`src/verilog/rv32i_pkg.sv`:
```
package rv32i_pkg;

    localparam int unsigned XLEN      = 32;
    localparam int unsigned REG_IDX_W = 5;
    localparam int unsigned SHAMT_W   = 5;

    typedef logic [XLEN-1:0]      rv32i_word;
    typedef logic [REG_IDX_W-1:0] rv32i_reg;

    // sequential instruction step
    localparam rv32i_word PC_STEP = 32'd4;

    // funct3 order, sub and sra take the spare codes
    typedef enum logic [2:0] {
        alu_add = 3'b000,
        alu_sll = 3'b001,
        alu_sra = 3'b010,
        alu_sub = 3'b011,
        alu_xor = 3'b100,
        alu_srl = 3'b101,
        alu_or  = 3'b110,
        alu_and = 3'b111
    } alu_ops;

    // branch funct3 encoding
    typedef enum logic [2:0] {
        beq  = 3'b000,
        bne  = 3'b001,
        blt  = 3'b100,
        bge  = 3'b101,
        bltu = 3'b110,
        bgeu = 3'b111
    } branch_funct3_t;

    typedef enum logic {
        alumux1_rs1_out = 1'b0,
        alumux1_pc_out  = 1'b1
    } alumux1_sel_t;

    typedef enum logic [2:0] {
        alumux2_i_imm   = 3'd0,
        alumux2_u_imm   = 3'd1,
        alumux2_b_imm   = 3'd2,
        alumux2_s_imm   = 3'd3,
        alumux2_j_imm   = 3'd4,
        alumux2_rs2_out = 3'd5
    } alumux2_sel_t;

    typedef enum logic {
        cmpmux_rs2_out = 1'b0,
        cmpmux_i_imm   = 1'b1
    } cmpmux_sel_t;

    // no loads here, so four sources are enough
    typedef enum logic [1:0] {
        regfilemux_alu_out  = 2'd0,
        regfilemux_br_en    = 2'd1,
        regfilemux_u_imm    = 2'd2,
        regfilemux_pc_plus4 = 2'd3
    } regfilemux_sel_t;

    typedef enum logic [2:0] {
        fwd_id_ex        = 3'd0,
        fwd_ex_mem       = 3'd1,
        fwd_u_imm_ex_mem = 3'd2,
        fwd_br_en_ex_mem = 3'd3,
        fwd_pc4_ex_mem   = 3'd4,
        fwd_mem_wb       = 3'd5
    } fwd_sel_t;

    typedef struct packed {
        logic            load_regfile;
        alu_ops          aluop;
        alumux1_sel_t    alumux1_sel;
        alumux2_sel_t    alumux2_sel;
        branch_funct3_t  cmpop;
        cmpmux_sel_t     cmpmux_sel;
        regfilemux_sel_t regfilemux_sel;
    } rv32i_control_word;

    typedef struct packed {
        logic              valid;
        rv32i_reg          rs1;
        rv32i_reg          rs2;
        rv32i_reg          rd;
        rv32i_word         pc;
        rv32i_word         rs1_out;
        rv32i_word         rs2_out;
        rv32i_word         i_imm;
        rv32i_word         s_imm;
        rv32i_word         b_imm;
        rv32i_word         u_imm;
        rv32i_word         j_imm;
        rv32i_control_word ctrl;
    } id_ex_t;

    typedef struct packed {
        logic              valid;
        rv32i_reg          rd;
        rv32i_control_word ctrl;
        rv32i_word         alu_out;
        logic              br_en;
        rv32i_word         u_imm;
        rv32i_word         pc_plus4;
    } ex_mem_t;

    // same layout as ex_mem_t for now
    typedef struct packed {
        logic              valid;
        rv32i_reg          rd;
        rv32i_control_word ctrl;
        rv32i_word         alu_out;
        logic              br_en;
        rv32i_word         u_imm;
        rv32i_word         pc_plus4;
    } mem_wb_t;

    typedef struct packed {
        logic      we;
        rv32i_reg  rd;
        rv32i_word data;
    } wb_port_t;

endpackage : rv32i_pkg

```
`src/verilog/alu.sv`:
```
`timescale 1ns/1ps

module alu
    import rv32i_pkg::*;
(
    input  alu_ops    aluop_i,
    input  rv32i_word a_i,
    input  rv32i_word b_i,
    output rv32i_word f_o
);

    logic [SHAMT_W-1:0] shamt;

    // only the low bits of b count for shifts
    assign shamt = b_i[SHAMT_W-1:0];

    always_comb begin
        unique case (aluop_i)
            alu_add: f_o = a_i + b_i;
            alu_sll: f_o = a_i << shamt;
            alu_sra: f_o = rv32i_word'($signed(a_i) >>> shamt);
            alu_sub: f_o = a_i - b_i;
            alu_xor: f_o = a_i ^ b_i;
            alu_srl: f_o = a_i >> shamt;
            alu_or:  f_o = a_i | b_i;
            alu_and: f_o = a_i & b_i;
            default: f_o = a_i + b_i;
        endcase
    end

endmodule : alu

```
`src/verilog/branch_cmp.sv`:
```
`timescale 1ns/1ps

module branch_cmp
    import rv32i_pkg::*;
(
    input  branch_funct3_t cmpop_i,
    input  rv32i_word      a_i,
    input  rv32i_word      b_i,
    output logic           br_en_o
);

    logic eq;
    logic lt_s;
    logic lt_u;

    assign eq   = (a_i == b_i);
    assign lt_s = ($signed(a_i) < $signed(b_i));
    assign lt_u = (a_i < b_i);

    // slt/sltu reuse blt/bltu
    always_comb begin
        unique case (cmpop_i)
            beq:     br_en_o = eq;
            bne:     br_en_o = ~eq;
            blt:     br_en_o = lt_s;
            bge:     br_en_o = ~lt_s;
            bltu:    br_en_o = lt_u;
            bgeu:    br_en_o = ~lt_u;
            default: br_en_o = 1'b0;
        endcase
    end

endmodule : branch_cmp

```
`src/verilog/forwarding_unit.sv`:
```
`timescale 1ns/1ps

module forwarding_unit
    import rv32i_pkg::*;
(
    input  rv32i_reg rs1_i,
    input  rv32i_reg rs2_i,
    input  ex_mem_t  ex_mem_i,
    input  mem_wb_t  mem_wb_i,
    output fwd_sel_t fwd_a_o,
    output fwd_sel_t fwd_b_o
);

    // picks the source for one operand, newest stage first
    function automatic fwd_sel_t pick_src(
        input rv32i_reg rs,
        input ex_mem_t  ex_mem,
        input mem_wb_t  mem_wb
    );
        logic     hit_ex_mem;
        logic     hit_mem_wb;
        fwd_sel_t sel;

        hit_ex_mem = ex_mem.valid && ex_mem.ctrl.load_regfile
                     && (ex_mem.rd != '0) && (ex_mem.rd == rs);
        hit_mem_wb = mem_wb.valid && mem_wb.ctrl.load_regfile
                     && (mem_wb.rd != '0) && (mem_wb.rd == rs);
        sel = fwd_id_ex;
        if (hit_ex_mem) begin
            // value not selected yet in ex/mem, take the matching field
            unique case (ex_mem.ctrl.regfilemux_sel)
                regfilemux_alu_out:  sel = fwd_ex_mem;
                regfilemux_br_en:    sel = fwd_br_en_ex_mem;
                regfilemux_u_imm:    sel = fwd_u_imm_ex_mem;
                regfilemux_pc_plus4: sel = fwd_pc4_ex_mem;
                default:             sel = fwd_ex_mem;
            endcase
        end else if (hit_mem_wb) begin
            sel = fwd_mem_wb;
        end
        return sel;
    endfunction

    always_comb begin
        fwd_a_o = pick_src(rs1_i, ex_mem_i, mem_wb_i);
        fwd_b_o = pick_src(rs2_i, ex_mem_i, mem_wb_i);
    end

endmodule : forwarding_unit

```
`src/verilog/ex_stage.sv`:
```
`timescale 1ns/1ps

module ex_stage
    import rv32i_pkg::*;
(
    input  id_ex_t    id_ex_i,
    input  fwd_sel_t  fwd_a_i,
    input  fwd_sel_t  fwd_b_i,
    input  ex_mem_t   ex_mem_fwd_i,
    input  rv32i_word mem_wb_data_i,
    output ex_mem_t   ex_mem_o
);

    rv32i_word fwd_a_val;
    rv32i_word fwd_b_val;
    rv32i_word alumux1_out;
    rv32i_word alumux2_out;
    rv32i_word cmpmux_out;
    rv32i_word alu_out;
    logic      br_en;

    // one forwarding mux, used for both operands
    function automatic rv32i_word fwd_mux(
        input fwd_sel_t  sel,
        input rv32i_word rf_val,
        input ex_mem_t   ex_mem,
        input rv32i_word wb_val
    );
        rv32i_word val;

        unique case (sel)
            fwd_id_ex:        val = rf_val;
            fwd_ex_mem:       val = ex_mem.alu_out;
            fwd_u_imm_ex_mem: val = ex_mem.u_imm;
            fwd_br_en_ex_mem: val = {{(XLEN-1){1'b0}}, ex_mem.br_en};
            fwd_pc4_ex_mem:   val = ex_mem.pc_plus4;
            fwd_mem_wb:       val = wb_val;
            default:          val = rf_val;
        endcase
        return val;
    endfunction

    always_comb begin
        fwd_a_val = fwd_mux(fwd_a_i, id_ex_i.rs1_out, ex_mem_fwd_i, mem_wb_data_i);
        fwd_b_val = fwd_mux(fwd_b_i, id_ex_i.rs2_out, ex_mem_fwd_i, mem_wb_data_i);
    end

    // alu operand selection
    always_comb begin
        unique case (id_ex_i.ctrl.alumux1_sel)
            alumux1_rs1_out: alumux1_out = fwd_a_val;
            alumux1_pc_out:  alumux1_out = id_ex_i.pc;
            default:         alumux1_out = fwd_a_val;
        endcase

        unique case (id_ex_i.ctrl.alumux2_sel)
            alumux2_i_imm:   alumux2_out = id_ex_i.i_imm;
            alumux2_u_imm:   alumux2_out = id_ex_i.u_imm;
            alumux2_b_imm:   alumux2_out = id_ex_i.b_imm;
            alumux2_s_imm:   alumux2_out = id_ex_i.s_imm;
            alumux2_j_imm:   alumux2_out = id_ex_i.j_imm;
            alumux2_rs2_out: alumux2_out = fwd_b_val;
            default:         alumux2_out = fwd_b_val;
        endcase
    end

    // compare against rs2 for branches/slt, i_imm for slti/sltiu
    always_comb begin
        unique case (id_ex_i.ctrl.cmpmux_sel)
            cmpmux_rs2_out: cmpmux_out = fwd_b_val;
            cmpmux_i_imm:   cmpmux_out = id_ex_i.i_imm;
            default:        cmpmux_out = fwd_b_val;
        endcase
    end

    alu i_alu (
        .aluop_i (id_ex_i.ctrl.aluop),
        .a_i     (alumux1_out),
        .b_i     (alumux2_out),
        .f_o     (alu_out)
    );

    branch_cmp i_branch_cmp (
        .cmpop_i (id_ex_i.ctrl.cmpop),
        .a_i     (fwd_a_val),
        .b_i     (cmpmux_out),
        .br_en_o (br_en)
    );

    always_comb begin
        ex_mem_o.valid    = id_ex_i.valid;
        ex_mem_o.rd       = id_ex_i.rd;
        ex_mem_o.ctrl     = id_ex_i.ctrl;
        ex_mem_o.alu_out  = alu_out;
        ex_mem_o.br_en    = br_en;
        ex_mem_o.u_imm    = id_ex_i.u_imm;
        ex_mem_o.pc_plus4 = id_ex_i.pc + PC_STEP;
    end

endmodule : ex_stage

```
`src/verilog/stage_reg.sv`:
```
`timescale 1ns/1ps

module stage_reg #(
    parameter type payload_t = logic
) (
    input  logic     clk_i,
    input  logic     rst_n_i,
    input  payload_t d_i,
    output payload_t q_o
);

    // no stall, so the stage loads every cycle
    // reset zeroes the whole payload, valid included
    always_ff @(posedge clk_i or negedge rst_n_i) begin
        if (!rst_n_i) begin
            q_o <= '0;
        end else begin
            q_o <= d_i;
        end
    end

endmodule : stage_reg

```
`src/verilog/wb_select.sv`:
```
`timescale 1ns/1ps

module wb_select
    import rv32i_pkg::*;
(
    input  mem_wb_t  mem_wb_i,
    output wb_port_t wb_o
);

    rv32i_word wb_data;

    always_comb begin
        unique case (mem_wb_i.ctrl.regfilemux_sel)
            regfilemux_alu_out:  wb_data = mem_wb_i.alu_out;
            regfilemux_br_en:    wb_data = {{(XLEN-1){1'b0}}, mem_wb_i.br_en};
            regfilemux_u_imm:    wb_data = mem_wb_i.u_imm;
            regfilemux_pc_plus4: wb_data = mem_wb_i.pc_plus4;
            default:             wb_data = mem_wb_i.alu_out;
        endcase
    end

    // writes to x0 are dropped here
    always_comb begin
        wb_o.we   = mem_wb_i.valid && mem_wb_i.ctrl.load_regfile
                    && (mem_wb_i.rd != '0);
        wb_o.rd   = mem_wb_i.rd;
        wb_o.data = wb_data;
    end

endmodule : wb_select

```
`src/verilog/ex_subsystem.sv`:
```
`timescale 1ns/1ps

module ex_subsystem
    import rv32i_pkg::*;
(
    input  logic     clk_i,
    input  logic     rst_n_i,
    input  id_ex_t   id_ex_i,
    output wb_port_t wb_o
);

    ex_mem_t  ex_mem_d;
    ex_mem_t  ex_mem_q;
    mem_wb_t  mem_wb_q;
    fwd_sel_t fwd_a;
    fwd_sel_t fwd_b;

    forwarding_unit i_forwarding_unit (
        .rs1_i    (id_ex_i.rs1),
        .rs2_i    (id_ex_i.rs2),
        .ex_mem_i (ex_mem_q),
        .mem_wb_i (mem_wb_q),
        .fwd_a_o  (fwd_a),
        .fwd_b_o  (fwd_b)
    );

    // writeback data doubles as the mem/wb forward
    ex_stage i_ex_stage (
        .id_ex_i       (id_ex_i),
        .fwd_a_i       (fwd_a),
        .fwd_b_i       (fwd_b),
        .ex_mem_fwd_i  (ex_mem_q),
        .mem_wb_data_i (wb_o.data),
        .ex_mem_o      (ex_mem_d)
    );

    stage_reg #(
        .payload_t (ex_mem_t)
    ) i_ex_mem_reg (
        .clk_i   (clk_i),
        .rst_n_i (rst_n_i),
        .d_i     (ex_mem_d),
        .q_o     (ex_mem_q)
    );

    // mem stage is empty, payload moves straight on
    stage_reg #(
        .payload_t (mem_wb_t)
    ) i_mem_wb_reg (
        .clk_i   (clk_i),
        .rst_n_i (rst_n_i),
        .d_i     (mem_wb_t'(ex_mem_q)),
        .q_o     (mem_wb_q)
    );

    wb_select i_wb_select (
        .mem_wb_i (mem_wb_q),
        .wb_o     (wb_o)
    );

endmodule : ex_subsystem

```
`config.mk`:
```
export PLATFORM = sky130hd
export DESIGN_NAME = ex_subsystem
export DESIGN_NICKNAME = d
export VERILOG_FILES = /design/src/verilog/rv32i_pkg.sv /design/src/verilog/alu.sv /design/src/verilog/branch_cmp.sv /design/src/verilog/forwarding_unit.sv /design/src/verilog/ex_stage.sv /design/src/verilog/stage_reg.sv /design/src/verilog/wb_select.sv /design/src/verilog/ex_subsystem.sv
export SDC_FILE = /design/constraint.sdc
export NUM_CORES = 1
export LEC_CHECK = 0
export ABC_AREA = 1
export CORE_ASPECT_RATIO = 0.8
export CORE_MARGIN = 2
export CORE_UTILIZATION = 55
export CTS_CLUSTER_DIAMETER = 120
export DETAILED_ROUTE_END_ITERATION = 8
export DONT_BUFFER_PORTS = 1
export PLACE_DENSITY_LB_ADDON = 0.2
export SLEW_MARGIN = 40
export SYNTH_ARGS = -nofsm -noshare
export SYNTH_HDL_FRONTEND = slang
export SYNTH_SLANG_ARGS = --single-unit
```
`constraint.sdc`:
```
create_clock -name clk_i -period 6.4 [get_ports clk_i]
set_input_delay 0 -clock clk_i [delete_from_list [all_inputs] [get_ports clk_i]]
set_output_delay 0 -clock clk_i [all_outputs]
set_load 0.02 [all_outputs]
```
==> results.toml <==
[timing]
rsz0062_at_grt = "false"
worst_slew_pin_slew_ps = 813
finalCritPeriodShare = 0.958
maxSlewViolCount = 0
hold_violations = 0
finalSetupViolCount = 0
hold_slack_ps = 4.58
period_minus_slack_ps = 6130
max_freq_mhz = 163
skew_ps = 17.8
slew_headroom = 0.457
tns_ps = 0

[power_and_ir_drop]
peakVddDrop_mv = 0.256
p_comb_frac = 0.393
power.clock.fraction = 0.288
power-per-cell-area_mw_per_mm2 = 224
swShare = 0.428
power.internal_mw = 2.97
pwr-share-seq = 0.319
p_leak_nw = 11.7
netSwitchingPower_mw = 2.22

[clock_network]
cts_root_buffer = "clkbuf_16"
cts_post_setup_buffers_inserted = 0
cts_max_path_buffers = 3
clk_pin_slew_ps = 70
cts_inserted_buffers = 24
cts_tree = "yes"
worstSkewPairLatency_ps = 560
cts_num_sinks = 212
h-tree-depth = 1

[synth]
yosys_warnings = 0
synth_xor_area_frac = 0.0353
synthFlopType = "dfrtp_1"
synth_compound_area_frac = 0.132
ys_seq_area_frac = 0.255
synth.net_count = 3612
synthAdderAreaFrac = 0.0822
async_reset_ff_frac = 1.00
synth-seq-cells = 212
synth_simple_gate_area_frac = 0.398
synth_area_mm2 = 0.0208
yosys-mux-area-fraction = 0.000963
syn_area_per_cell_um2 = 6.52
syn_inst = 3188
synth_top_family_by_area = "simple AND/OR/NAND/NOR gates"
ys_types = 73
synth_edf_count = 0

[cells_and_area]
num-fill-cells = 3468
final_nets = 3664
layout.cells.most_common_list = "nand2_1, nand3_1, inv_1"
final_cells = 3758
areaGrowthSynthToFinish_pct = 11.6
final_util = 0.625
final_layout_size_suffix_gt1_frac = 0.0918
mostFrequentLayoutCell = "nand2_1"

[floorplan]
die_area_mm2 = 0.0394
coreArea_mm2 = 0.0371
rows = 63
ioPinCount = 326
die_x_um = 221
initial_core_util = 0.560
die_h_um = 178

[placement]
routabilityCongestion = 1.10
place_inst = 3595
dpl.hpwl_um = 76800
portBuffers = 0

[routing]
drc = 0
vias = 24500
dr.pass1.iters = 6
routedWlPerCell_um = 26.6
drtIter0Drc = 4027
via_per_inst = 6.51
final_antenna_net_count = 0
routed_wl_um = 99800

[grt]
grt_first_pass_wirelength_um = 147000
grt_pass1_vias = 23000
grt_overflow = 0
antenna_found_initial = 15
grt_max_degree = 213
grt_use_total = 0.498

[critical_path]
cp-start-kind = "flip-flop"
slowest_stage = "nor3_1"
critPathKind = "reg2reg"
crit_required_ps = 6830
crit_top_cell = "inv_1"
max_stage_delay_ps = 600
crit_chain = "inv_1 -> ha_1 -> inv_1 -> nor2_1 -> nand3_2 -> nand4_2 -> buf_4 -> or2_1 -> o21ai_1 -> inv_1 -> ha_1 -> nand2_1 -> nor2_1 -> nand4_1 -> nor3_1 -> o21ai_0 -> nand2_1 -> xnor2_1 -> o21ai_0 -> a311o_1 -> dlygate4sd3_1"
end_kind = "flip-flop"
worstPathArrival_ps = 6560
critPathMaxFanout = 32

[worst_hold_path]
hold_class = "in2reg"

[job]
cap_violations = 0

[run_status]
status = "finished clean"
==> Yosys cell counts, drive strengths merged (2+ instances only) <==
library cell     n  area (um^2)
a221o            4         40.0
clkbuf          56          210
nor4             7         43.8
nand4           66          455
o2111ai         11         96.3
o22ai            4         25.0
a21boi           7         63.8
a21o             3         22.5
a21oi          133          673
nand3b           3         22.5
o21bai           5         37.5
a221oi          34          298
nand3          383         2010
o21ai          161          817
o21a             8         60.1
dfrtp          212         5310
a211oi           7         52.6
and2             4         26.3
a31oi            6         37.5
nand2         1082         4230
xnor2           12          105
nor2           210          978
ha             135         1690
nor3b            2         25.0
or2             45          282
o221ai           2         17.5
o211ai          10         75.1
clkinv           6         25.0
xor2            71          629
buf             86          513
inv            331         1240
nor3            28          183
mux2i            2         20.0
a22oi           40          350
==> worst max-delay path, delay by kind of cell (launching register included) <==
| family | cells | cell delay, ps |
|---|---|---|
| simple gates | 9 | 2340 |
| fa+ha+maj | 2 | 770 |
| compound gates | 4 | 810 |
| flops | 1 | 400 |
| buf+inv | 5 | 1410 |
| xor+xnor | 1 | 240 |
==> state kept, by name, summed over array words and instances (netlist names) <==
register	flops
i_ex_mem_reg.q_o	106
i_mem_wb_reg.q_o	106
==> stage by stage <==
stage	power [mW]	area, um^2	worst slack (ps)
after floorplan	2.89	20800	933
after global placement	3.47	21200	554
after detailed placement	3.50	21200	395
after CTS	5.06	23100	368
after global routing	5.40	23200	20.8
final	5.20	23200	271
==> final timing paths <==
kind	startpoint	end	slack, ps	cells after the start
hold reg to reg	i_ex_mem_reg.q_o[110]	i_mem_wb_reg.q_o[110]	380	0
min in group asynchronous	rst_n_i	i_mem_wb_reg.q_o[112]	460	3
hold / removal	id_ex_i[47]	i_ex_mem_reg.q_o[33]	5	1
max in group asynchronous	rst_n_i	i_mem_wb_reg.q_o[35]	4720	5
setup reg to reg	i_ex_mem_reg.q_o[97]	i_ex_mem_reg.q_o[64]	270	21
setup / recovery	i_ex_mem_reg.q_o[97]	i_ex_mem_reg.q_o[64]	270	21
==> layout make-up <==
type                       instances  area (um^2)  area share
clock inverter                    13          163     0.00701
clock buffer                      30          664      0.0286
antenna                           14         35.0     0.00151
sequential                       212         5310       0.229
inverter                         337         1270      0.0548
multi-input combinational       2497        13600       0.584
timing repair buffer             168         1600      0.0689
tap                              487          609      0.0263
==> power by group through the flow <==
stage	registers, mW	logic (mW)	clock network, mW
4_1_cts	1.65	1.93	1.48
2_1_floorplan	1.59	1.30	0
6_report	1.66	2.04	1.50
5_1_grt	1.66	2.19	1.55
3_3_place_gp	1.67	1.80	0
3_5_place_dp	1.67	1.83	0
==> per-layer routing <==
layer	global-route usage	up-vias	wire length [um]
met2	0.713	2210	39400
met3	0.177	450	16400
li1	-	10600	-
met1	0.650	11200	36800
met4	0.286	6	7200
met5	0	-	41
==> repair_timing <==
action / 4_1_cts / 5_1_grt
resized for setup: 0 / 5
endpoints found under the hold margin: 293 / 23
hold buffers: 102 / 1
endpoints found under the setup margin: 0 / 4
==> kinds of logic (layout without fill, tap and decap cells) <==
logic type	count (synthesis)	count (layout)
fa+ha+maj	136	136
mux	2	2
compound gates	444	444
other cells	0	14
xor+xnor	83	83
buf+inv	479	548
flops	212	212
simple gates	1832	1832
Power figures use the tool's default switching activity.
